### src/rtl/l2_settings.svh
`ifndef L2_SETTINGS_SVH
`define L2_SETTINGS_SVH

// ---------------------------------------------------------------------------
// cache geometry
// ---------------------------------------------------------------------------
`define L2_WAYS       4     // ways per set
`define L2_NUM_SETS   16
`define L2_LINE_BITS  64    // a whole line moves in one beat
`define L2_ADDR_BITS  16    // line address, no byte offset

// ---------------------------------------------------------------------------
// miss handling
// ---------------------------------------------------------------------------
`define L2_NUM_MSHRS  4     // keep a power of two, the indices wrap freely

`endif
### src/rtl/l2_pkg.sv
`include "l2_settings.svh"

package l2_pkg;

    // address split is {tag, set}, the set index sits in the low bits
    typedef logic [`L2_ADDR_BITS-1:0] addr_t;
    typedef logic [`L2_LINE_BITS-1:0] line_t;
    typedef logic [$clog2(`L2_NUM_SETS)-1:0] set_idx_t;
    typedef logic [`L2_ADDR_BITS-$clog2(`L2_NUM_SETS)-1:0] tag_t;

    typedef logic [$clog2(`L2_WAYS)-1:0] way_idx_t;
    typedef logic [$clog2(`L2_WAYS)-1:0] age_t;      // highest age is most recent
    typedef logic [$clog2(`L2_NUM_MSHRS)-1:0] mshr_idx_t;

    // line fill: r beat taken, set read, then install
    typedef enum logic [1:0] {
        FILL_IDLE,
        FILL_READ,
        FILL_INSTALL
    } fill_state_t;

    // victim write-back over aw/w, then wait for b
    typedef enum logic [1:0] {
        WB_IDLE,
        WB_SEND,
        WB_WAIT_RESP
    } wb_state_t;

endpackage

### src/rtl/l2_lru.sv
`timescale 1ns/1ps
`include "l2_settings.svh"

module l2_lru (
    input  logic             clock,
    input  logic             reset,
    input  l2_pkg::set_idx_t set_idx,
    input  logic             touch_en,
    input  l2_pkg::way_idx_t touch_way,
    output l2_pkg::way_idx_t victim_way
);
    import l2_pkg::*;

    age_t ages [`L2_NUM_SETS][`L2_WAYS];
    age_t touched_age;

    assign touched_age = ages[set_idx][touch_way];

    // exactly one way per set sits at age zero
    always_comb begin
        victim_way = '0;
        for (int w = 0; w < `L2_WAYS; w++) begin
            if (ages[set_idx][w] == '0) victim_way = way_idx_t'(w);
        end
    end

    always_ff @(posedge clock) begin
        if (reset) begin
            for (int s = 0; s < `L2_NUM_SETS; s++) begin
                for (int w = 0; w < `L2_WAYS; w++) begin
                    ages[s][w] <= age_t'(w);
                end
            end
        end else if (touch_en) begin
            // touched way becomes newest, the ways above it move down one
            for (int w = 0; w < `L2_WAYS; w++) begin
                if (way_idx_t'(w) == touch_way) begin
                    ages[set_idx][w] <= age_t'(`L2_WAYS - 1);
                end else if (ages[set_idx][w] > touched_age) begin
                    ages[set_idx][w] <= ages[set_idx][w] - 1'b1;
                end
            end
        end
    end

endmodule

### config.mk
export PLATFORM = sky130hd
export DESIGN_NAME = l2_lru
export DESIGN_NICKNAME = d
export VERILOG_FILES = /design/src/rtl/l2_pkg.sv /design/src/rtl/l2_lru.sv
export VERILOG_INCLUDE_DIRS = /design/src /design/src/rtl
export SDC_FILE = /design/constraint.sdc
export NUM_CORES = 1
export LEC_CHECK = 0
export BUFFER_PORTS_ARGS = -buffer_cell sky130_fd_sc_hd__buf_4
export CORE_MARGIN = 10
export CORE_UTILIZATION = 65
export CTS_CLUSTER_SIZE = 14
export DETAILED_ROUTE_END_ITERATION = 7
export GPL_TIMING_DRIVEN = 0
export HOLD_SLACK_MARGIN = 0.02
export PLACE_DENSITY_LB_ADDON = 0.2
export SLEW_MARGIN = 20
export SYNTH_ARGS = -nofsm -noshare
export SYNTH_HDL_FRONTEND = slang
export SYNTH_SLANG_ARGS = --single-unit
### constraint.sdc
create_clock -name clock -period 6.8 [get_ports clock]
set_input_delay 0 -clock clock [delete_from_list [all_inputs] [get_ports clock]]
set_output_delay 0 -clock clock [all_outputs]
set_load 0.05 [all_outputs]
==> flow_metrics.tcl <==
set metrics [dict create \
    timing.slew.headroom 0.352 \
    ys_ff_latch 128 \
    reg.largest.list "ages: 128 flops" \
    cts_inserted_buffers 17 \
    ctsResizeCount 0 \
    nets 570 \
    final_cells 697 \
    grt_usage 0.229 \
    power.switching_uw 474 \
    criticalPathCategory "register to register" \
    tns_ns 0 \
    worst_pin_slew_ns 0.965 \
    fill_cells 685 \
    clk_pin_slew_worst_paths_ns 0.06 \
    vdd_ir_drop_max_v 0.000168 \
    fin_crit_ns 4.29 \
    drive_gt1_frac 0.191 \
    cts.path.max_buffers 2 \
    max_freq_mhz 233 \
    synth.yosys.warnings 0 \
    routed_wl_um 16300 \
    postSynthCellCount 523 \
    dp_hpwl_um 11900 \
    p_leak_uw 0.00245 \
    mappedNetlistArea_um2 6710 \
    rows 37 \
    start_util 0.659 \
    crit_arrival_ns 4.55 \
    postCtsHoldBufs 1 \
    fin_crit_sh 0.631 \
    multiInputGateArea_um2 2640 \
    io_buffer_count 7 \
    skew_ns 0.00650 \
    synth.top_cells.by_area "edfxtp_1 57%, mux4_2 11%, a21o_1 5.5%" \
    clock_sinks 128 \
    synth_edf_count 128 \
    antenna_found_initial 0 \
    largest_register_ffs 128 \
    hold_viol_final 0 \
    crit_required_ns 7.06 \
    root_buffer "clkbuf_8" \
    htreeDepth 4 \
    hp-class "input pin to register" \
    grt_pass1_wl_um 25300 \
    pin_count 11 \
    ys_seq_area_frac 0.573 \
    cap_violations 0 \
    syn-num-nets 543 \
    clk_latency_ns 0.53 \
    overflow 0 \
    syn2layout_area_growth_pct 11.0 \
    clock_power_share 0.409 \
    cpPeakStageDelay_ns 0.51 \
    cts_setup_buffers 0 \
    coreArea_um2 10200 \
    cp_cell_sequence "mux4_2, mux2_2, o21ai_0, mux4_2, ha_1, nor2b_1, o2111ai_1, o21a_1, clkbuf_1, buf_1, o21bai_1" \
    post-route-util 0.731 \
    pwr-share-comb 0.125 \
    async_reset_ff_frac 0 \
    cp_common_cell "mux4_2" \
    end_kind "register" \
    regMostFlops "ages" \
    powerDensity_nw_per_um2 257 \
    total_power_uw 1910 \
    timing.final.max_slew_violations 0 \
    critPathMaxFanout 10 \
    die_w_um 122 \
    critPathLaunchType "register" \
    die_h_um 122 \
    antenna_cells 0 \
    ff_latch_area_um2 3840 \
    slowest_stage "buf_1" \
    seq_power_share 0.466 \
    synthFlopType "edfxtp_1" \
    switching_share 0.248 \
    vias_per_cell 6.69 \
    yosysTopAreaCell "edfxtp_1" \
    place_inst 666 \
    grt_max_degree 17 \
    cts_tree "done" \
    hold_slack_ns 0.0821 \
    synth_top_area_frac 0.573 \
    synth.distinct_cells 40 \
    ant_nets 0 \
    dieArea_um2 14800 \
    grt_pass1_vias 4599 \
    avgSynthCellArea_um2 12.8 \
    first_pass_iters 5 \
    status "finished, final reports clean" \
    p_int_uw 1440 \
    finalSetupViolCount 0 \
    drtIter0Drc 666 \
    wl_per_cell_um 23.4 \
    num_vias 4664 \
    gp_congestion 0.943 \
    rsz0062_at_grt "false" \
    drc 0 \
]
[synth_stat cells (2+ instances only)]
library cell	instances
nor3_2	10
a22o_1	12
buf_4	4
inv_1	9
buf_1	5
nor2_2	11
nor3_1	32
nor2_1	40
mux2_2	2
buf_2	6
mux4_2	34
a21o_1	49
and2_1	2
nand2_1	83
edfxtp_1	128
buf_6	3
nand2b_1	5
nor2b_1	9
a21oi_1	2
ha_1	11
nand3_1	5
o21ai_0	3
clkbuf_1	24
or2_2	2
o21bai_1	16
mux2i_1	2
[cells by family (layout without fill, tap and decap cells)]
kind of cell,count (synthesis),count (layout),synth area share
AO/OA/AOI/OAI,91,91,0.104
XOR/XNOR,2,2,0.00261
adder cells (fa/ha/maj),11,11,0.0205
buffers and inverters,51,89,0.0352
flip-flops,128,128,0.573
multiplexers,39,39,0.124
AND/OR/NAND/NOR,201,201,0.141
[routing by layer]
layer	GRT usage	up-vias	share of wire	wire [um]
li1	-	2015	-	-
met1	0.302	2275	0.38	6190
met2	0.355	329	0.48	7800
met3	0.0671	45	0.12	1900
met4	0.0842	0	0.024	388
met5	0	-	0	0
[cell usage in the layout (no fill, tap or decap), types with 12 or more instances in the layout]
master / n
a22o_1: 12
clkbuf_1: 27
mux4_2: 34
a21o_1: 49
nand2_1: 83
o21bai_1: 16
nor2_1: 40
clkbuf_16: 16
edfxtp_1: 128
nor3_1: 32
[metrics by stage]
stage               setup WS, ns  instance area [um2]
global route                2.32                 7450
detailed placement          2.37                 6930
CTS                         2.57                 7440
global placement            2.48                 6930
finish                      2.51                 7450
floorplan                   3.31                 6710
[critical path, delay by kind of cell, from the launching register on]
family | cells | cell delay [ns]
muxes | 3 | 1.16
AOI/OAI and AO/OA | 4 | 1.14
buffers and inverters | 2 | 0.94
DFF | 1 | 0.39
adders and majority gates | 1 | 0.25
and+or+nand+nor | 1 | 0.13
[final timing paths]
check	from	to	slack, ns	cells after the start
min reg2reg	ages[6][2]	ages[15][2]	1.22	4
max	ages[10][7]	ages[10][6]	2.51	11
min	touch_en	ages[6][2]	0.08	4
max reg2reg	ages[10][7]	ages[10][6]	2.51	11
[power by group through the flow]
stage	Clock [uW]	Combinational (uW)	Sequential [uW]
6_report	783	238	892
5_1_grt	818	257	893
4_1_cts	783	233	892
3_5_place_dp	0	231	908
3_3_place_gp	0	225	906
2_1_floorplan	0	169	905
[area by class of cell]
| type | instances | area share |
|---|---|---|
| buffer | 42 | 0.0272 |
| clock buffer | 20 | 0.0571 |
| clock inverter | 10 | 0.00975 |
| inverter | 9 | 0.00454 |
| multi-input combinational | 344 | 0.354 |
| sequential | 128 | 0.516 |
| tap | 136 | 0.0229 |
| timing repair buffer | 8 | 0.00840 |
Power figures use the tool's default switching activity.
