$ cat src/rtl/l2_settings.svh
`ifndef L2_SETTINGS_SVH
`define L2_SETTINGS_SVH

// ---------------------------------------------------------------------------
// cache geometry
// ---------------------------------------------------------------------------
`define L2_WAYS       4     // ways per set
`define L2_NUM_SETS   16
`define L2_LINE_BITS  64    // a whole line moves in one beat
`define L2_ADDR_BITS  16    // line address, no byte offset

// ---------------------------------------------------------------------------
// miss handling
// ---------------------------------------------------------------------------
`define L2_NUM_MSHRS  4     // keep a power of two, the indices wrap freely

`endif
$ cat src/rtl/l2_pkg.sv
`include "l2_settings.svh"

package l2_pkg;

    // address split is {tag, set}, the set index sits in the low bits
    typedef logic [`L2_ADDR_BITS-1:0] addr_t;
    typedef logic [`L2_LINE_BITS-1:0] line_t;
    typedef logic [$clog2(`L2_NUM_SETS)-1:0] set_idx_t;
    typedef logic [`L2_ADDR_BITS-$clog2(`L2_NUM_SETS)-1:0] tag_t;

    typedef logic [$clog2(`L2_WAYS)-1:0] way_idx_t;
    typedef logic [$clog2(`L2_WAYS)-1:0] age_t;      // highest age is most recent
    typedef logic [$clog2(`L2_NUM_MSHRS)-1:0] mshr_idx_t;

    // line fill: r beat taken, set read, then install
    typedef enum logic [1:0] {
        FILL_IDLE,
        FILL_READ,
        FILL_INSTALL
    } fill_state_t;

    // victim write-back over aw/w, then wait for b
    typedef enum logic [1:0] {
        WB_IDLE,
        WB_SEND,
        WB_WAIT_RESP
    } wb_state_t;

endpackage

$ cat src/rtl/l2_way_slice.sv
`timescale 1ns/1ps
`include "l2_settings.svh"

module l2_way_slice (
    input  logic             clock,
    input  logic             reset,
    input  logic             rd_en,
    input  l2_pkg::set_idx_t rd_set,
    input  l2_pkg::tag_t     lookup_tag,
    output logic             hit,
    output l2_pkg::line_t    rd_data,
    output l2_pkg::tag_t     rd_tag,
    output logic             rd_dirty,
    input  logic             wr_en,
    input  l2_pkg::set_idx_t wr_set,
    input  l2_pkg::tag_t     wr_tag,
    input  l2_pkg::line_t    wr_data,
    input  logic             wr_dirty
);
    import l2_pkg::*;

    line_t                   data_mem [`L2_NUM_SETS];
    tag_t                    tag_mem  [`L2_NUM_SETS];
    logic [`L2_NUM_SETS-1:0] valid_bits;
    logic [`L2_NUM_SETS-1:0] dirty_bits;

    tag_t lookup_q;     // tag that came with the read
    logic valid_q;
    logic dirty_q;

    always_ff @(posedge clock) begin
        if (reset) begin
            valid_bits <= '0;
            valid_q    <= 1'b0;
        end else begin
            if (wr_en) valid_bits[wr_set] <= 1'b1;
            if (rd_en) valid_q <= valid_bits[rd_set];
        end
    end

    always_ff @(posedge clock) begin
        if (wr_en) begin
            data_mem[wr_set]   <= wr_data;
            tag_mem[wr_set]    <= wr_tag;
            dirty_bits[wr_set] <= wr_dirty;
        end
        if (rd_en) begin    // outputs hold between reads
            rd_data  <= data_mem[rd_set];
            rd_tag   <= tag_mem[rd_set];
            dirty_q  <= dirty_bits[rd_set];
            lookup_q <= lookup_tag;
        end
    end

    assign hit      = valid_q && (rd_tag == lookup_q);
    assign rd_dirty = valid_q && dirty_q;   // an empty way never needs write-back

endmodule

$ cat config.mk
export PLATFORM = sky130hd
export DESIGN_NAME = l2_way_slice
export DESIGN_NICKNAME = d
export VERILOG_FILES = /design/src/rtl/l2_pkg.sv /design/src/rtl/l2_way_slice.sv
export VERILOG_INCLUDE_DIRS = /design/src /design/src/rtl
export SDC_FILE = /design/constraint.sdc
export NUM_CORES = 1
export LEC_CHECK = 0
export BUFFER_PORTS_ARGS = -buffer_cell sky130_fd_sc_hd__buf_4
export CAP_MARGIN = 0
export CORE_ASPECT_RATIO = 0.6
export CORE_MARGIN = 8
export CORE_UTILIZATION = 40
export DETAILED_ROUTE_END_ITERATION = 7
export GPL_TIMING_DRIVEN = 0
export PLACE_DENSITY_LB_ADDON = 0.25
export SETUP_SLACK_MARGIN = 0.05
export SYNTH_ARGS = -nofsm -noshare
export SYNTH_HDL_FRONTEND = slang
export SYNTH_SLANG_ARGS = --single-unit
$ cat constraint.sdc
create_clock -name clock -period 10.84 [get_ports clock]
set_input_delay 2.168 -clock clock [delete_from_list [all_inputs] [get_ports clock]]
set_output_delay 2.168 -clock clock [all_outputs]
set_load 0.005 [all_outputs]
==> impl_metrics.json <==
{
  "synth_async_sr_flop_share": 0,
  "hold_buffers": 0,
  "cp.required_ns": 11.28,
  "dieArea_um2": 136000,
  "outcome": "finished clean",
  "antenna_found_initial": 8,
  "met1_usage": 0.241,
  "worstPathArrival_ns": 4.99,
  "synth_top_area_cell": "edfxtp_1",
  "first_iter_violations": 2307,
  "fmax_ghz": 0.219,
  "r2r-start": "data_mem[15][42]",
  "dr.pass1.iters": 5,
  "ys_seq_area_frac": 0.805,
  "reg2reg_slack_ns": 9.13,
  "clock_latency_ns": 0.73,
  "grtUsageMet3": 0.0337,
  "fin_crit_sh": 0.420,
  "hold_viol": 0,
  "tightest_slew_ns": 1.11,
  "via_count": 22125,
  "initial_core_util": 0.402,
  "portBuffers": 173,
  "final_cell_mix": "edfxtp_1, mux4_2, buf_4",
  "critPathKind": "in -> reg",
  "gp_congestion": 0.717,
  "drt_wl_total_um": 121000,
  "overflow": 0,
  "cts-root-buf": "clkbuf_16",
  "relSlewSlack": 0.262,
  "syn_to_final_growth_pct": 18.3,
  "clk_pin_slew_ns": 0.06,
  "wl_per_cell_um": 30.1,
  "r2r_cells": 2,
  "grt_pass1_vias": 23033,
  "final_cells": 4033,
  "worstSetupEndpoint": "rd_data[56]",
  "p_total_mw": 10.8,
  "synth_ff_type": "edfxtp_1",
  "ys_ff_latch": 1338,
  "synth_top_cell_area_share": 0.798,
  "netlist_area_um2": 49700,
  "tns_ns": 0,
  "cp-end-kind": "flop",
  "avgSynthCellArea_um2": 26.1,
  "layout_commonest_cell": "edfxtp_1",
  "yosys_warnings": 0,
  "core_region_area_um2": 124000,
  "finClkSkew_ns": 0.0190,
  "yosysUniqueCellTypes": 25,
  "clk_path_buf_depth": 3,
  "h-tree-depth": 3,
  "synth_edf_count": 1321,
  "numCtsBuffers": 120,
  "grt_max_degree": 62,
  "globalRouteMet2Util": 0.297,
  "yosys-top-cells-area": "edfxtp_1, mux4_2, dfxtp_1",
  "post-place-cells": 3805,
  "fillers": 9856,
  "worstSetupStartpointType": "primary input",
  "min_path_type": "reg -> reg",
  "layout.nets": 2396,
  "dieHeight_um": 289,
  "max_cap_viol_count": 0,
  "setup_viol": 0,
  "io_pins": 179,
  "syn_nets": 2003,
  "row_count": 100,
  "grt_usage": 0.175,
  "cts_resized": 0,
  "rsz0062_at_grt": "no",
  "cts_tree": "built",
  "antenna_left": 0,
  "fp.dieW_um": 471,
  "dpl.hpwl_um": 79400,
  "reg2reg_to": "rd_data[42]",
  "via_per_inst": 5.49,
  "drv_slew": 0,
  "drc": 0,
  "peakVddDrop_mv": 0.137,
  "cts.sinks": 1338,
  "grt_pass1_wl_um": 171000,
  "synth_cells": 1902,
  "power.leakage_nw": 18.6,
  "power_density_nw_per_um2": 183,
  "worstSetupStartpoint": "rd_set[3]",
  "worstPathMaxFanout": 10,
  "globalRoute.busiestLayer": "met2",
  "hp-start": "valid_bits[13]",
  "drive_gt1_frac": 0.377,
  "postCtsSetupBuffers": 0,
  "period_needed_ns": 4.56
}
## worst max-delay path, cell delays in order
cell and delay, ns:
clkbuf_1 0.73, clkbuf_1 0.81, clkbuf_1 0.80, mux4_2 0.47
## worst min path at each step
stage	end	cells after the start
after floorplan	valid_bits[11]	2
after global placement	valid_bits[1]	2
after detailed placement	valid_bits[13]	2
after CTS	valid_bits[13]	2
after global routing	valid_bits[7]	2
final	valid_bits[13]	2
## metal layers
layer	routed length, um	up-vias
met5	41	-
met4	1910	6
met3	6980	136
met2	60500	715
met1	52100	12173
li1	-	9095
## state kept, by name (all words and copies together), names as in the netlist
register / count
dirty_bits: 16
data_mem: 1024
dirty_q: 1
rd_data: 64
valid_q: 1
lookup_q: 12
tag_mem: 192
rd_tag: 12
valid_bits: 16
## layout make-up
type | instances | area, um2 | share of cell area
buffer | 89 | 513 | 0.00872
clock inverter | 76 | 732 | 0.0124
sequential | 1338 | 40000 | 0.680
antenna | 5 | 12.5 | 0.000213
tap | 1632 | 2040 | 0.0347
clock buffer | 147 | 3260 | 0.0554
timing repair buffer | 271 | 2960 | 0.0503
multi-input combinational | 475 | 9310 | 0.158
## cells in the mapped netlist (all sizes together), types with 2 or more instances
master,count
xor2,4
a221oi,2
or3b,2
dfxtp,17
nand2b,2
edfxtp,1321
buf,55
xnor2,8
nor2,47
clkbuf,34
mux2i,4
mux4,387
nor3,5
nand3b,3
nand3,3
nand2,2
## kinds of logic (layout without fill, tap and decap cells)
| kind of cell | after synthesis | after routing | synth area share |
|---|---|---|---|
| flops | 1338 | 1338 | 0.805 |
| mux | 391 | 391 | 0.176 |
| buf+inv | 89 | 583 | 0.0103 |
| simple gates | 68 | 68 | 0.00607 |
| xor+xnor | 12 | 12 | 0.00211 |
| compound gates | 4 | 4 | 0.000655 |
| other cells | 0 | 5 | 0 |
## power breakdown
| part | internal [mW] | switching [mW] |
|---|---|---|
| sequential | 5.82 | 0.0361 |
| combinational | 0.270 | 0.312 |
| clock | 2.44 | 1.87 |
## per-stage QoR
| step | utilization | worst slack (ns) | hold slack (ns) | area, um2 |
|---|---|---|---|---|
| after CTS | 0.476 | 6.23 | 0.473 | 58800 |
| after detailed placement | 0.444 | 5.43 | 0.458 | 54800 |
| final | 0.476 | 6.28 | 0.469 | 58800 |
| after global placement | 0.429 | -5.84 | 0.451 | 53100 |
| after floorplan | - | 2.28 | 0.435 | 49700 |
| after global routing | 0.476 | 6.26 | 0.497 | 58800 |
No activity file was read; power rests on OpenSTA's default activity.
