`config.mk`:
```
export PLATFORM = sky130hd
export DESIGN_NAME = l2_writeback
export DESIGN_NICKNAME = d
export VERILOG_FILES = /design/src/rtl/l2_pkg.sv /design/src/rtl/l2_writeback.sv
export VERILOG_INCLUDE_DIRS = /design/src /design/src/rtl
export SDC_FILE = /design/constraint.sdc
export NUM_CORES = 1
export LEC_CHECK = 0
export ABC_AREA = 1
export ABC_CLOCK_PERIOD_IN_PS = 6800
export BUFFER_PORTS_ARGS = -buffer_cell sky130_fd_sc_hd__buf_2
export CORE_MARGIN = 3
export CORE_UTILIZATION = 42
export DETAILED_ROUTE_END_ITERATION = 16
export PLACE_DENSITY = 0.8
export SLEW_MARGIN = 5
export SYNTH_ARGS = -nofsm -noshare
export SYNTH_HDL_FRONTEND = slang
export SYNTH_SLANG_ARGS = --single-unit
```
`constraint.sdc`:
```
create_clock -name clock -period 6.8 [get_ports clock]
set_input_delay 1.02 -clock clock [delete_from_list [all_inputs] [get_ports clock]]
set_output_delay 1.02 -clock clock [all_outputs]
set_load 0.01 [all_outputs]
```
`src/rtl/l2_settings.svh`:
```
`ifndef L2_SETTINGS_SVH
`define L2_SETTINGS_SVH

// ---------------------------------------------------------------------------
// cache geometry
// ---------------------------------------------------------------------------
`define L2_WAYS       4     // ways per set
`define L2_NUM_SETS   16
`define L2_LINE_BITS  64    // a whole line moves in one beat
`define L2_ADDR_BITS  16    // line address, no byte offset

// ---------------------------------------------------------------------------
// miss handling
// ---------------------------------------------------------------------------
`define L2_NUM_MSHRS  4     // keep a power of two, the indices wrap freely

`endif
```
`src/rtl/l2_pkg.sv`:
```
`include "l2_settings.svh"

package l2_pkg;

    // address split is {tag, set}, the set index sits in the low bits
    typedef logic [`L2_ADDR_BITS-1:0] addr_t;
    typedef logic [`L2_LINE_BITS-1:0] line_t;
    typedef logic [$clog2(`L2_NUM_SETS)-1:0] set_idx_t;
    typedef logic [`L2_ADDR_BITS-$clog2(`L2_NUM_SETS)-1:0] tag_t;

    typedef logic [$clog2(`L2_WAYS)-1:0] way_idx_t;
    typedef logic [$clog2(`L2_WAYS)-1:0] age_t;      // highest age is most recent
    typedef logic [$clog2(`L2_NUM_MSHRS)-1:0] mshr_idx_t;

    // line fill: r beat taken, set read, then install
    typedef enum logic [1:0] {
        FILL_IDLE,
        FILL_READ,
        FILL_INSTALL
    } fill_state_t;

    // victim write-back over aw/w, then wait for b
    typedef enum logic [1:0] {
        WB_IDLE,
        WB_SEND,
        WB_WAIT_RESP
    } wb_state_t;

endpackage

```
`src/rtl/l2_writeback.sv`:
```
`timescale 1ns/1ps
`include "l2_settings.svh"

module l2_writeback (
    input  logic          clock,
    input  logic          reset,
    input  logic          wb_start,
    input  l2_pkg::addr_t wb_addr,
    input  l2_pkg::line_t wb_line,
    output logic          buffer_busy,
    output logic          aw_valid,
    input  logic          aw_ready,
    output l2_pkg::addr_t aw_addr,
    output logic          w_valid,
    input  logic          w_ready,
    output l2_pkg::line_t w_data,
    input  logic          b_valid,
    output logic          b_ready
);
    import l2_pkg::*;

    wb_state_t state;

    assign buffer_busy = (state != WB_IDLE);
    assign b_ready     = (state == WB_WAIT_RESP);

    always_ff @(posedge clock) begin
        if (reset) begin
            state    <= WB_IDLE;
            aw_valid <= 1'b0;
            w_valid  <= 1'b0;
        end else begin
            case (state)
                WB_IDLE: begin
                    if (wb_start) begin
                        state    <= WB_SEND;
                        aw_valid <= 1'b1;
                        w_valid  <= 1'b1;
                    end
                end
                WB_SEND: begin
                    // aw and w may complete in either order
                    if (aw_ready) aw_valid <= 1'b0;
                    if (w_ready) w_valid <= 1'b0;
                    if ((!aw_valid || aw_ready) && (!w_valid || w_ready)) state <= WB_WAIT_RESP;
                end
                default: begin
                    if (b_valid) state <= WB_IDLE;   // buffer free again
                end
            endcase
        end
    end

    always_ff @(posedge clock) begin
        if (wb_start && state == WB_IDLE) begin
            aw_addr <= wb_addr;
            w_data  <= wb_line;
        end
    end

endmodule

```
==> run summary <==
The run finished with clean final reports. The final-report max-slew violation count is 0. TritonCTS built the clock tree. The flip-flop and latch count after synthesis works out to 84.

The tools report the netlist area before placement as 2620 um2. Data arrival time of the worst path: 2.32 ns. The final routed wirelength across all metal layers is 5540 um. The cell type with the largest total area after synthesis was edfxtp_1. The post-route DRC violation count is 0. For the worst setup path, the data required time is 6.77 ns. The clock reaches the later pin of the worst-skew pair after 0.33 ns. For the pin with the worst max-slew slack, the measured transition is 0.574 ns.

Post-cts hold buffer count: 0. For the initial antenna violation count, the log shows 0. The tools report the cell count after synthesis as 116.

In the final design database the tool counted 383 nets. Along the worst path, the maximum fanout reaches 45. STA classifies the critical path endpoint as a flip-flop. STA classifies the critical path startpoint as an input pin. The core region is 5990 um2. The routed length on met3 was 708 um; the weighted congestion reported at the end of routability-driven placement was 0.777. The tools report the DRC marker count from the first detailed-route iteration as 80. Setup total negative slack on the finished layout was measured at 0 ns.

The growth of design area from synthesis to finish works out to 43.2%. The detailed router placed 1665 vias in this run. The sequential-to-total area share from yosys stat was 94.9%. Across every metal layer, demand over resource in global routing totals 15.7%.

The leakage power figure is 1.66 nW. The run gives 0 as the remaining antenna violation count after routing. Synthesized area per cell: 22.6 um2.

In the post-synthesis netlist, the cell with the most instances is edfxtp_1. The tools report the number of hold violations in the final report as 0. The count of boundary I/O pins was 170.

Sink of the worst hold path: state[0]$_SDFFE_PP0P_. Headroom to the max-slew limit came out at 61.7%. Detailed placement ended at an HPWL of 4280 um. The repair_antennas step left the layout with diodes totalling 0.

In this run the critical register-to-register path is captured at aw_addr[12]$_DFFE_PP_. The clock arrives with 0.00577 ns of skew. Count of H-tree levels built during CTS: 3. After detailed routing, no signal wire sits above met4. The fraction of final layout cells sized beyond drive strength 1 is 61.3%, and the total setup violations reported at the end of the flow is 0.

During synthesis, Yosys emitted a total of 0 warnings. The first TritonRoute pass finished after 4 iterations. The starting density of the core was 43.7%. The part of the cycle the worst path needs came out at 34.5%. In this run, post-CTS repair resized a total of 0 instances.

The multi-input combinational cells in the finished layout cover a total of 92.6 um2. The area share of the largest cell type after synthesis works out to 91.8%. In this run the core area contains 28 standard-cell rows.

The tools report the number of fill cells as 460. After detailed routing, the wire length on met1 is 2180 um. The wire length of the first global-routing pass is 8410 um. IR analysis of the VDD net gives a maximum drop of 0.000167 V.

The floorplan step defined a die boundary enclosing 7210 um2. By count the netlist is led by edfxtp_1 (80), inv_1 (11), nand2_1 (9). In this run the most critical hold path is launched from state[0]$_SDFFE_PP0P_.

The worst path in the final design needs a cycle of 2.34 ns, including I/O delays and setup. In the routed layout, each cell is associated on average with a via count of 4.42. For the CTS buffer count, the log shows 9.

After detailed placement, the total cell area comes to 3560 um2. Entering global routing, the biggest net connects 46 pins. For the post-CTS setup-driven buffer insertion count, the log shows 0. The clock net sink count is 84. Once layout is done, the placed cells without fillers occupy 3750 um2.

The clock transition at the registers of the reported paths works out to 0.08 ns. Setup repair after global routing left no endpoint under its margin. Timing would allow up to 427 MHz. In this run, synthesis inferred 80 flip-flops with an integrated enable. The number of global-route vias before repair was 1697. The clock passes through at most 2 buffers. The startpoint identified for the worst register-to-register timing path is state[1]$_SDFFE_PP0P_. Along the worst hold path, the cell count comes to 2. The number of nets in the synthesized netlist is 202. The clock tree root driver cell was clkbuf_8. The top flip-flop cell by instance count after synthesis is edfxtp_1. Registers take 2480 um2. The count of buffers inserted at the top-level ports was 169; the worst-case register-to-register setup slack was 4.64 ns. Power spread over the standard cell area amounts to 283 nW/um2. The post-synthesis async set-or-reset flop share came out at 0%.

Yosys attributes the largest share of cell area to edfxtp_1 (92%), dfxtp_1 (3.1%), inv_1 (1.6%). The netlist uses 9 different library cells. The path class of the tightest hold or removal check is reg -> reg. Max-cap violations in this run came to 0. Detailed-route wire length per cell: 14.7 um.

Type of the worst setup path: in -> reg. The overall die width was 84.9 um. The routed design uses 2590 um of met2 wire. Global routing finished with a remaining overflow of 0. The number of standard cells in the final layout excluding fillers is 377, and the number of cell instances on the worst register-to-register path is 4.

The overall die height came out at 84.9 um. The number of cells in the design after placement is 361.
-- logic make-up (layout without fill, tap and decap cells) --
group                  count (synthesis)  in the layout  synth area share, %
flip-flops                            84             84                 94.9
AND/OR/NAND/NOR                       16             16                 2.44
buffers and inverters                 11            197                 1.58
AO/OA/AOI/OAI                          5              5                 1.10
-- power breakdown --
group | total, W | switching [W] | internal (W) | leakage [nW]
sequential | 0.000626 | 0.0000107 | 0.000615 | 0.799
combinational | 0.000109 | 0.0000643 | 0.0000451 | 0.772
clock | 0.000325 | 0.000159 | 0.000166 | 0.0911
total | 0.00106 | 0.000234 | 0.000826 | 1.66
-- layout by cell type (no fill, tap or decap) --
cell type   instances
a21oi_1             2
dfxtp_1             4
inv_1              10
buf_4               1
buf_2             169
clkinvlp_4          1
clkinv_1            2
nand3_1             3
nand2_1             9
clkinv_2            3
nor2_1              4
a21oi_2             1
clkbuf_8            9
bufinv_16           1
edfxtp_1           80
clkbuf_1            1
o21ai_0             2
-- per-layer routing --
layer	track usage, %	vias to the layer above
met5	0	-
met4	6.04	0
met3	7.38	7
met2	24.8	127
met1	18.9	739
li1	-	792
-- cell type report --
cell class / count / share of cell area, %
clock buffer: 10 / 3.41
clock inverter: 6 / 1.47
inverter: 11 / 1.14
multi-input combinational: 21 / 2.47
sequential: 84 / 66.2
tap: 75 / 2.50
timing repair buffer: 170 / 22.8
-- worst max-delay path: stages --
cell and delay, ns:
buf_2 0.09, nand2_1 0.14, clkinv_2 0.45, buf_4 0.57
-- metrics by stage --
stage | power [W] | utilization, % | setup slack (ns) | hold WS (ns)
2_1_floorplan | 0.000683 | - | 3.68 | 0.468
5_1_grt | 0.00111 | 62.6 | 4.33 | 0.557
6_report | 0.00106 | 62.6 | 4.46 | 0.522
3_3_place_gp | 0.000744 | 59.5 | 4.17 | 0.487
3_5_place_dp | 0.000750 | 59.5 | 4.07 | 0.508
4_1_cts | 0.00107 | 62.6 | 4.44 | 0.520
-- flip-flops by register name, indices dropped and copies added (netlist names) --
signal    count
state         2
aw_valid      1
aw_addr      16
w_data       64
w_valid       1
-- worst max path at each step --
stage | from | endpoint | slack, ns | depth (start not counted)
2_1_floorplan | wb_start | aw_addr[0]$_DFFE_PP_ | 3.68 | 2
3_3_place_gp | wb_start | aw_addr[13]$_DFFE_PP_ | 4.17 | 4
3_5_place_dp | wb_start | w_data[60]$_DFFE_PP_ | 4.07 | 4
4_1_cts | wb_start | w_data[61]$_DFFE_PP_ | 4.44 | 4
5_1_grt | wb_start | w_data[61]$_DFFE_PP_ | 4.33 | 4
6_report | wb_start | aw_addr[12]$_DFFE_PP_ | 4.46 | 4
Note: power is estimated with default switching activity, not from simulation.
