**config.mk**
```make
export PLATFORM = sky130hd
export DESIGN_NAME = l2_control
export DESIGN_NICKNAME = d
export VERILOG_FILES = /design/src/rtl/l2_pkg.sv /design/src/rtl/l2_control.sv
export VERILOG_INCLUDE_DIRS = /design/src /design/src/rtl
export SDC_FILE = /design/constraint.sdc
export NUM_CORES = 1
export LEC_CHECK = 0
export ABC_AREA = 1
export BUFFER_PORTS_ARGS = -buffer_cell sky130_fd_sc_hd__buf_4
export CAP_MARGIN = 20
export CORE_AREA = 2 2 312 314
export DETAILED_ROUTE_END_ITERATION = 8
export DIE_AREA = 0 0 314 316
export HOLD_SLACK_MARGIN = 0.15
export PLACE_DENSITY = 0.42
export REMOVE_ABC_BUFFERS = 1
export SLEW_MARGIN = 15
export SYNTH_ARGS = -nofsm -noshare
export SYNTH_HDL_FRONTEND = slang
export SYNTH_SLANG_ARGS = --single-unit
```
**constraint.sdc**
```tcl
create_clock -name clock -period 8.75 [get_ports clock]
set_input_delay 1.75 -clock clock [delete_from_list [all_inputs] [get_ports clock]]
set_output_delay 1.75 -clock clock [all_outputs]
set_load 0.02 [all_outputs]
```
**src/rtl/l2_settings.svh**
```systemverilog
`ifndef L2_SETTINGS_SVH
`define L2_SETTINGS_SVH

// ---------------------------------------------------------------------------
// cache geometry
// ---------------------------------------------------------------------------
`define L2_WAYS       4     // ways per set
`define L2_NUM_SETS   16
`define L2_LINE_BITS  64    // a whole line moves in one beat
`define L2_ADDR_BITS  16    // line address, no byte offset

// ---------------------------------------------------------------------------
// miss handling
// ---------------------------------------------------------------------------
`define L2_NUM_MSHRS  4     // keep a power of two, the indices wrap freely

`endif
```
**src/rtl/l2_pkg.sv**
```systemverilog
`include "l2_settings.svh"

package l2_pkg;

    // address split is {tag, set}, the set index sits in the low bits
    typedef logic [`L2_ADDR_BITS-1:0] addr_t;
    typedef logic [`L2_LINE_BITS-1:0] line_t;
    typedef logic [$clog2(`L2_NUM_SETS)-1:0] set_idx_t;
    typedef logic [`L2_ADDR_BITS-$clog2(`L2_NUM_SETS)-1:0] tag_t;

    typedef logic [$clog2(`L2_WAYS)-1:0] way_idx_t;
    typedef logic [$clog2(`L2_WAYS)-1:0] age_t;      // highest age is most recent
    typedef logic [$clog2(`L2_NUM_MSHRS)-1:0] mshr_idx_t;

    // line fill: r beat taken, set read, then install
    typedef enum logic [1:0] {
        FILL_IDLE,
        FILL_READ,
        FILL_INSTALL
    } fill_state_t;

    // victim write-back over aw/w, then wait for b
    typedef enum logic [1:0] {
        WB_IDLE,
        WB_SEND,
        WB_WAIT_RESP
    } wb_state_t;

endpackage

```
**src/rtl/l2_control.sv**
```systemverilog
`timescale 1ns/1ps
`include "l2_settings.svh"

module l2_control (
    input  logic                         clock,
    input  logic                         reset,
    input  logic                         req_valid,
    input  logic                         req_write,
    input  l2_pkg::addr_t                req_addr,
    input  l2_pkg::line_t                req_data,
    output logic                         resp_valid,
    output l2_pkg::addr_t                resp_addr,
    output l2_pkg::line_t                resp_data,
    output logic                         busy,
    input  logic                         r_valid,
    output logic                         r_ready,
    input  l2_pkg::line_t                r_data,
    output logic                         rd_en,
    output l2_pkg::set_idx_t             rd_set,
    output l2_pkg::tag_t                 lookup_tag,
    input  logic [`L2_WAYS-1:0]          hit,
    input  l2_pkg::line_t [`L2_WAYS-1:0] rd_data,
    input  l2_pkg::tag_t [`L2_WAYS-1:0]  rd_tag,
    input  logic [`L2_WAYS-1:0]          rd_dirty,
    output logic [`L2_WAYS-1:0]          wr_en,
    output l2_pkg::set_idx_t             wr_set,
    output l2_pkg::tag_t                 wr_tag,
    output l2_pkg::line_t                wr_data,
    output logic                         wr_dirty,
    output logic                         touch_en,
    output l2_pkg::way_idx_t             touch_way,
    output l2_pkg::set_idx_t             set_idx,
    input  l2_pkg::way_idx_t             victim_way,
    output logic                         push,
    output l2_pkg::addr_t                push_addr,
    output l2_pkg::addr_t                match_addr,
    input  logic                         pending,
    input  logic                         full,
    input  logic                         empty,
    input  l2_pkg::addr_t                head_addr,
    output logic                         pop,
    output logic                         wb_start,
    output l2_pkg::addr_t                wb_addr,
    output l2_pkg::line_t                wb_line,
    input  logic                         buffer_busy
);
    import l2_pkg::*;

    localparam int SET_BITS = $bits(set_idx_t);

    logic        lk_valid, lk_write, hold_valid, hold_write;
    addr_t       lk_addr, hold_addr, rd_addr, cur_addr;
    line_t       lk_data, hold_data, fill_line, resp_data_d;
    fill_state_t fill_state;
    logic        fill_busy, reissue, start, hit_any, need_wb;
    logic        lk_done, to_hold, resp_fire;
    way_idx_t    hit_way, way_sel;

    always_comb begin
        hit_way = '0;
        for (int w = 0; w < `L2_WAYS; w++) begin
            if (hit[w]) hit_way = way_idx_t'(w);
        end
    end

    assign hit_any   = |hit;
    assign way_sel   = hit_any ? hit_way : victim_way;    // fills never hit
    assign need_wb   = !hit_any && rd_dirty[victim_way];
    assign fill_busy = (fill_state != FILL_IDLE);

    // a held request retries once its miss has left the queue
    assign match_addr = lk_valid ? lk_addr : hold_addr;
    assign reissue    = hold_valid && !lk_valid && !pending && !fill_busy;
    assign start      = req_valid || reissue;
    assign busy       = lk_valid || hold_valid || full || fill_busy;
    assign r_ready    = !fill_busy && !start && !lk_valid && !empty;

    // ------------------------------------------------------------------------
    // array read port, shared by lookups and fills
    // ------------------------------------------------------------------------
    assign rd_addr    = (fill_state == FILL_READ) ? head_addr : hold_valid ? hold_addr : req_addr;
    assign rd_en      = start || (fill_state == FILL_READ);
    assign rd_set     = set_idx_t'(rd_addr);
    assign lookup_tag = tag_t'(rd_addr >> SET_BITS);

    // install and lookup never overlap, so one address serves both
    assign cur_addr  = fill_busy ? head_addr : lk_addr;
    assign set_idx   = set_idx_t'(cur_addr);
    assign wr_set    = set_idx;
    assign wr_tag    = tag_t'(cur_addr >> SET_BITS);
    assign wr_data   = fill_busy ? fill_line : lk_data;
    assign wr_dirty  = !fill_busy;      // fills go in clean
    assign touch_way = way_sel;
    assign push_addr = lk_addr;
    assign wb_addr   = {rd_tag[victim_way], set_idx};
    assign wb_line   = rd_data[victim_way];

    always_comb begin
        wr_en       = '0;
        touch_en    = 1'b0;
        push        = 1'b0;
        pop         = 1'b0;
        wb_start    = 1'b0;
        lk_done     = 1'b0;
        to_hold     = 1'b0;
        resp_fire   = 1'b0;
        resp_data_d = wr_data;
        if (fill_state == FILL_INSTALL) begin
            if (!(need_wb && buffer_busy)) begin   // dirty victim waits for the buffer
                wr_en[way_sel] = 1'b1;
                touch_en       = 1'b1;
                pop            = 1'b1;
                wb_start       = need_wb;
                resp_fire      = 1'b1;
            end
        end else if (lk_valid) begin
            if (pending) begin
                to_hold = 1'b1;
                lk_done = 1'b1;
            end else if (lk_write) begin
                if (!(need_wb && buffer_busy)) begin   // hit way, else victim way
                    wr_en[way_sel] = 1'b1;
                    touch_en       = 1'b1;
                    wb_start       = need_wb;
                    resp_fire      = 1'b1;
                    lk_done        = 1'b1;
                end
            end else if (hit_any) begin
                touch_en    = 1'b1;
                resp_data_d = rd_data[hit_way];
                resp_fire   = 1'b1;
                lk_done     = 1'b1;
            end else if (!buffer_busy) begin
                // no ar while a victim may still be on its way to DRAM
                push    = 1'b1;
                lk_done = 1'b1;
            end
        end
    end

    always_ff @(posedge clock) begin
        if (reset) begin
            lk_valid   <= 1'b0;
            hold_valid <= 1'b0;
            fill_state <= FILL_IDLE;
            resp_valid <= 1'b0;
        end else begin
            resp_valid <= resp_fire;
            if (start) lk_valid <= 1'b1;
            else if (lk_done) lk_valid <= 1'b0;
            if (to_hold) hold_valid <= 1'b1;
            else if (reissue) hold_valid <= 1'b0;
            case (fill_state)
                FILL_IDLE: if (r_valid && r_ready) fill_state <= FILL_READ;
                FILL_READ: fill_state <= FILL_INSTALL;
                default:   if (pop) fill_state <= FILL_IDLE;
            endcase
        end
    end

    always_ff @(posedge clock) begin
        if (start) begin
            lk_write <= hold_valid ? hold_write : req_write;
            lk_addr  <= rd_addr;
            lk_data  <= hold_valid ? hold_data : req_data;
        end
        if (to_hold) begin
            hold_write <= lk_write;
            hold_addr  <= lk_addr;
            hold_data  <= lk_data;
        end
        if (r_valid && r_ready) fill_line <= r_data;
        if (resp_fire) begin
            resp_addr <= cur_addr;
            resp_data <= resp_data_d;   // written line echoes back on writes
        end
    end

endmodule

```
==> flow_summary.toml, run 1 <==
[route]
wire_per_inst_um = 22.4
drc = 0
vias_per_cell = 4.33
drt_first_pass_iters = 5
routed_wl_um = 90300
antenna_left = 0
vias = 17500
drt_iter0_drc = 1016

[layout]
fin_nets = 3213
ff_latch_area_um2 = 9300
fillers = 10600
drive_above_1_share_pct = 36.8
multiInputGateArea_um2 = 6570
syn_to_final_growth_pct = 46.7

[clock_network]
clk_latency_ns = 0.56
clkSlewWorstSetupHoldPaths_ns = 0.07
post_cts_buffers = 0
cts_resized = 0
cts_root_buf = "clkbuf_16"
cts_tree = "done"
cts_inserted_buffers = 41
htree_num_levels = 2
clock_sinks = 311
hold_buffers = 0
clk_path_buf_depth = 3

[timing]
period_share_pct = 68.0
tns_ns = 0
setup_violations = 0
rsz0062_at_grt = "no"
max_slew_margin_pct = 23.6
report.final.slew_viol_count = 0
timing.fmax_mhz = 168
setup_slack_ns = 2.80
finalClockSkew_ns = 0.0183
whs_ns = 0.435
period_needed_ns = 5.95
tightestPinTransition_ns = 1.15
finalHoldViolations = 0

[worst_setup_path]
crit_path_cell_trace = "buf_4, inv_6, buf_4, o21ai_0, o21ai_0, buf_4"
crit_path_end_kind = "output pin"
crit_slowest_cell = "buf_4"
crit_top_cell = "buf_4"
crit_path_max_fanout = 99
startpoint_type = "input pin"
critPathArrivalTime_ns = 4.20
path_class = "in2out"
rr_worst_depth = 7
crit_family = "buffers and inverters"
crit_required_ns = 7.00
cpPeakStageDelay_ns = 0.74
worst-path-buf-inv = 4
cp.depth = 6

[die]
io_pins = 790
rows = 114
die_h_um = 316
die-area_um2 = 99200
start_util_pct = 18.3
core_area_um2 = 96000
die_w_um = 314

[global_routing]
met1_usage_pct = 21.0
grt_first_pass_wirelength_um = 125000
gr-usage-all-layers_pct = 17.3
grt.busiest_layer = "met2"
use_met3_pct = 4.22
grt_start_max_net_pins = 100
overflow = 0
antenna_found_initial = 6
grt_use_met2_pct = 30.3
grt_pass1_vias = 17400

[placed_design]
place.gp.congestion = 0.827
io_buffers = 789
pre_cts_ws_ns = 2.72
dpl.hpwl_um = 65300

[hold_path]
whs_path_depth = 0
hold_path_class = "reg2reg"

[synthesis]
ys.flop_type = "edfxtp_1"
yosysMostFrequentCell = "nand2_1"
synth_area_leader_cell = "edfxtp_1"
ys_types = 35
synth_common_cells = "nand2_1, o21ai_0, edfxtp_1"
synth_edf_count = 306
yosys_register_bits = 311
yosysSeqAreaShare_pct = 52.8
synthArstFlopShare_pct = 0
synthCells = 2031
netlist_area_um2 = 17600
syn_area_per_cell_um2 = 8.67
synth_top_cell_area_share_pct = 52.2
netlist_top_cells_area = "edfxtp_1, nand2_1, o21ai_0"
ys_warn_count = 0

[power_and_ir_drop]
powerDensity_nw_per_um2 = 168
sw_frac_of_total_pct = 29.8
p_sw_mw = 1.29
p_clk_share_pct = 37.0
p_int_mw = 3.04
p_leak_nw = 11.2
peakVddDrop_uv = 104
seq_power_share_pct = 40.6
pwr-share-comb_pct = 22.4

[status]
status = "complete, no violations"

[flow_run]
cap_violations = 0
## stage by stage
stage | cell area, µm² | power, mW | instances | util [%]
6_report | 25800 | 4.34 | 4041 | 26.9
2_1_floorplan | 16800 | 2.23 | 1870 | -
5_1_grt | 25800 | 4.54 | 4036 | 26.9
4_1_cts | 25800 | 4.42 | 4035 | 26.9
3_5_place_dp | 24600 | 2.78 | 3962 | 25.6
3_3_place_gp | 24600 | 2.77 | 3962 | 25.6
## final timing paths
check / startpoint / end / slack [ns]
min reg2reg: lk_data[38] / hold_data[38] / 0.44
max reg2reg: fill_state[1] / fill_line[52] / 4.45
max: victim_way[0] / wb_line[50] / 2.80
min: lk_data[38] / hold_data[38] / 0.44
## per-layer routing
layer  vias to the layer above  routed length [µm]  part of all wire (%)
met5                         -                  49                 0.054
met4                         8                2560                   2.8
met3                       117                6040                   6.7
met2                       652               44500                    49
met1                      8390               37200                    41
li1                       8322                   -                     -
## cell families after synthesis
group	synth area share, %
AO/OA/AOI/OAI	23.2
buffers and inverters	10.0
flip-flops	52.8
multiplexers	0.256
AND/OR/NAND/NOR	13.8
## power groups by stage
stage               Clock (mW)  Combinational (mW)  Sequential (mW)
finish                    1.60               0.969             1.76
global route              1.72                1.05             1.77
CTS                       1.67               0.986             1.76
detailed placement           0               0.985             1.79
global placement             0               0.983             1.79
floorplan                    0               0.416             1.81
## flip-flops by register name, indices dropped and copies added, names as in the netlist
register,flops
hold_write,1
resp_data,64
resp_addr,16
lk_write,1
hold_addr,16
lk_data,64
hold_valid,1
fill_state,2
resp_valid,1
hold_data,64
push_addr,16
fill_line,64
lk_valid,1
## layout by cell type (no fill, tap or decap), types with 6 or more instances in the layout
master / netlist / final
inv_2: 62 / 57
clkinv_1: 0 / 10
a21oi_1: 133 / 133
o22ai_1: 20 / 20
o21ai_0: 343 / 343
clkbuf_1: 78 / 8
nand2_1: 509 / 509
o22ai_2: 56 / 56
clkbuf_16: 0 / 41
buf_4: 19 / 815
nor2_1: 92 / 92
o21ai_1: 46 / 46
o211ai_1: 80 / 80
inv_4: 0 / 6
nand3_1: 7 / 7
edfxtp_1: 306 / 306
inv_1: 186 / 182
clkinv_2: 0 / 9
## layout make-up
cell class,instances,area share (%)
Clock inverter,24,0.669
Antenna cell,5,0.0484
Clock buffer,49,4.09
Tap cell,1276,6.18
Sequential cell,311,36.0
Multi-Input combinational cell,1311,25.4
Timing Repair Buffer,817,23.9
Inverter,248,3.69
(Power assumes the default switching activity.)
==> run 2: changes to the inputs <==
Clock period 8.75 ns to 5.5 ns, I/O delays scaled along.
==> flow_summary.toml, run 2 (same netlist as run 1, synthesis figures left out) <==
[worst_setup_path]
path_class = "in2out"
worst-path-buf-inv = 3
crit_required_ns = 4.40
startpoint_type = "input pin"
crit_path_cell_trace = "buf_4, inv_6, nand2_1, nand3_1, nand2_1, nand3_1, nand2_1, nor3_1, buf_4"
crit_slowest_cell = "nand3_1"
crit_path_end_kind = "output pin"
cp.depth = 9
crit_family = "simple AND/OR/NAND/NOR gates"
critPathArrivalTime_ns = 3.19
crit_path_max_fanout = 50
crit_top_cell = "nand2_1"
cpPeakStageDelay_ns = 0.33
rr_worst_depth = 8

[timing]
period_needed_ns = 4.29
setup_slack_ns = 1.21
period_share_pct = 78.1
rsz0062_at_grt = "no"
whs_ns = 0.436
report.final.slew_viol_count = 0
finalHoldViolations = 0
finalClockSkew_ns = 0.0157
tightestPinTransition_ns = 1.08
timing.fmax_mhz = 233
max_slew_margin_pct = 28.3
setup_violations = 0
tns_ns = 0

[power_and_ir_drop]
p_leak_nw = 11.2
powerDensity_nw_per_um2 = 267
peakVddDrop_uv = 167
p_sw_mw = 2.03
p_int_mw = 4.87
seq_power_share_pct = 40.6
p_clk_share_pct = 36.9
sw_frac_of_total_pct = 29.4
report.power.total_mw = 6.90
pwr-share-comb_pct = 22.5

[die]
die_h_um = 316
die_w_um = 314
die-area_um2 = 99200
rows = 114
start_util_pct = 18.3
io_pins = 790
core_area_um2 = 96000

[route]
vias = 17400
wire_per_inst_um = 22.4
drt_iter0_drc = 1159
routed_wl_um = 90300
antenna_left = 0
vias_per_cell = 4.31
drt_first_pass_iters = 5
drc = 0

[status]
status = "complete, no violations"

[clock_network]
clk_path_buf_depth = 3
hold_buffers = 0
post_cts_buffers = 0
htree_num_levels = 2
clkSlewWorstSetupHoldPaths_ns = 0.06
cts_root_buf = "clkbuf_16"
cts_resized = 0
clk_latency_ns = 0.55
clock_sinks = 311
cts_tree = "done"
cts_inserted_buffers = 41

[placed_design]
dpl.hpwl_um = 65500
dpl_cell_area_um2 = 24600
io_buffers = 789
pre_cts_ws_ns = 1.23
place.gp.congestion = 0.834

[layout]
fin_nets = 3213
syn_to_final_growth_pct = 46.8
fin_area_um2 = 25800
final_common_cell = "buf_4"
drive_above_1_share_pct = 36.6
fillers = 10600
layout_common_cells = "buf_4, nand2_1, o21ai_0"

[global_routing]
grt.busiest_layer = "met2"
grt_first_pass_wirelength_um = 126000
use_met3_pct = 4.41
antenna_found_initial = 6
grt_use_met2_pct = 31.2
grt_pass1_vias = 17300
gr-usage-all-layers_pct = 17.4
overflow = 0
grt_start_max_net_pins = 142
met1_usage_pct = 21.2

[hold_path]
whs_path_depth = 0
hold_path_class = "reg2reg"

[flow_run]
cap_violations = 0
==> run 2: changes by cell type in the layout (fill, tap and decap cells not counted), sizes merged <==
cell | previous run | this run
clkbuf | 49 | 61
clkinvlp | 3 | 0
diode | 5 | 2
bufinv | 2 | 1
clkinv | 20 | 13
==> run 2: cell type report <==
type	instances	area, µm²	area share (%)
sequential	311	9300	36.0
multi-input combinational	1311	6570	25.4
timing repair buffer	817	6180	23.9
tap	1276	1600	6.18
clock buffer	61	1150	4.46
inverter	248	953	3.69
clock inverter	13	85.1	0.329
antenna	2	5.00	0.0194
==> run 2: power by group through the flow <==
stage	combinational [mW]	clock (mW)	sequential [mW]
floorplan	0.662	0	2.88
global placement	1.58	0	2.85
detailed placement	1.58	0	2.85
CTS	1.58	2.65	2.80
global route	1.68	2.73	2.81
finish	1.55	2.55	2.80
==> run 2: per-stage QoR <==
step | cells | utilization (%)
3_5_place_dp | 3963 | 25.6
6_report | 4039 | 26.9
5_1_grt | 4037 | 26.9
3_3_place_gp | 3963 | 25.6
4_1_cts | 4037 | 26.9
2_1_floorplan | 1870 | -
==> run 2: path summary, 6_finish.rpt <==
kind	startpoint	end	slack, ns
max reg2reg	hold_valid	fill_line[57]	2.20
max	victim_way[0]	wr_en[1]	1.21
min reg2reg	lk_data[41]	hold_data[41]	0.44
min	lk_data[41]	hold_data[41]	0.44
==> run 2: per-layer routing <==
metal  vias up  wire, µm
met5         -        13
met4         2      1220
met3        72      6510
met2       664     45400
met1      8359     37100
li1       8316         -
==> run 2: worst register-to-register path, delay by kind of cell, from the launching register on <==
| family | cells | cell delay [ns] |
|---|---|---|
| buffers and inverters | 4 | 1.70 |
| AND/OR/NAND/NOR | 3 | 0.59 |
| flip-flops | 1 | 0.49 |
| AO/OA/AOI/OAI | 1 | 0.07 |
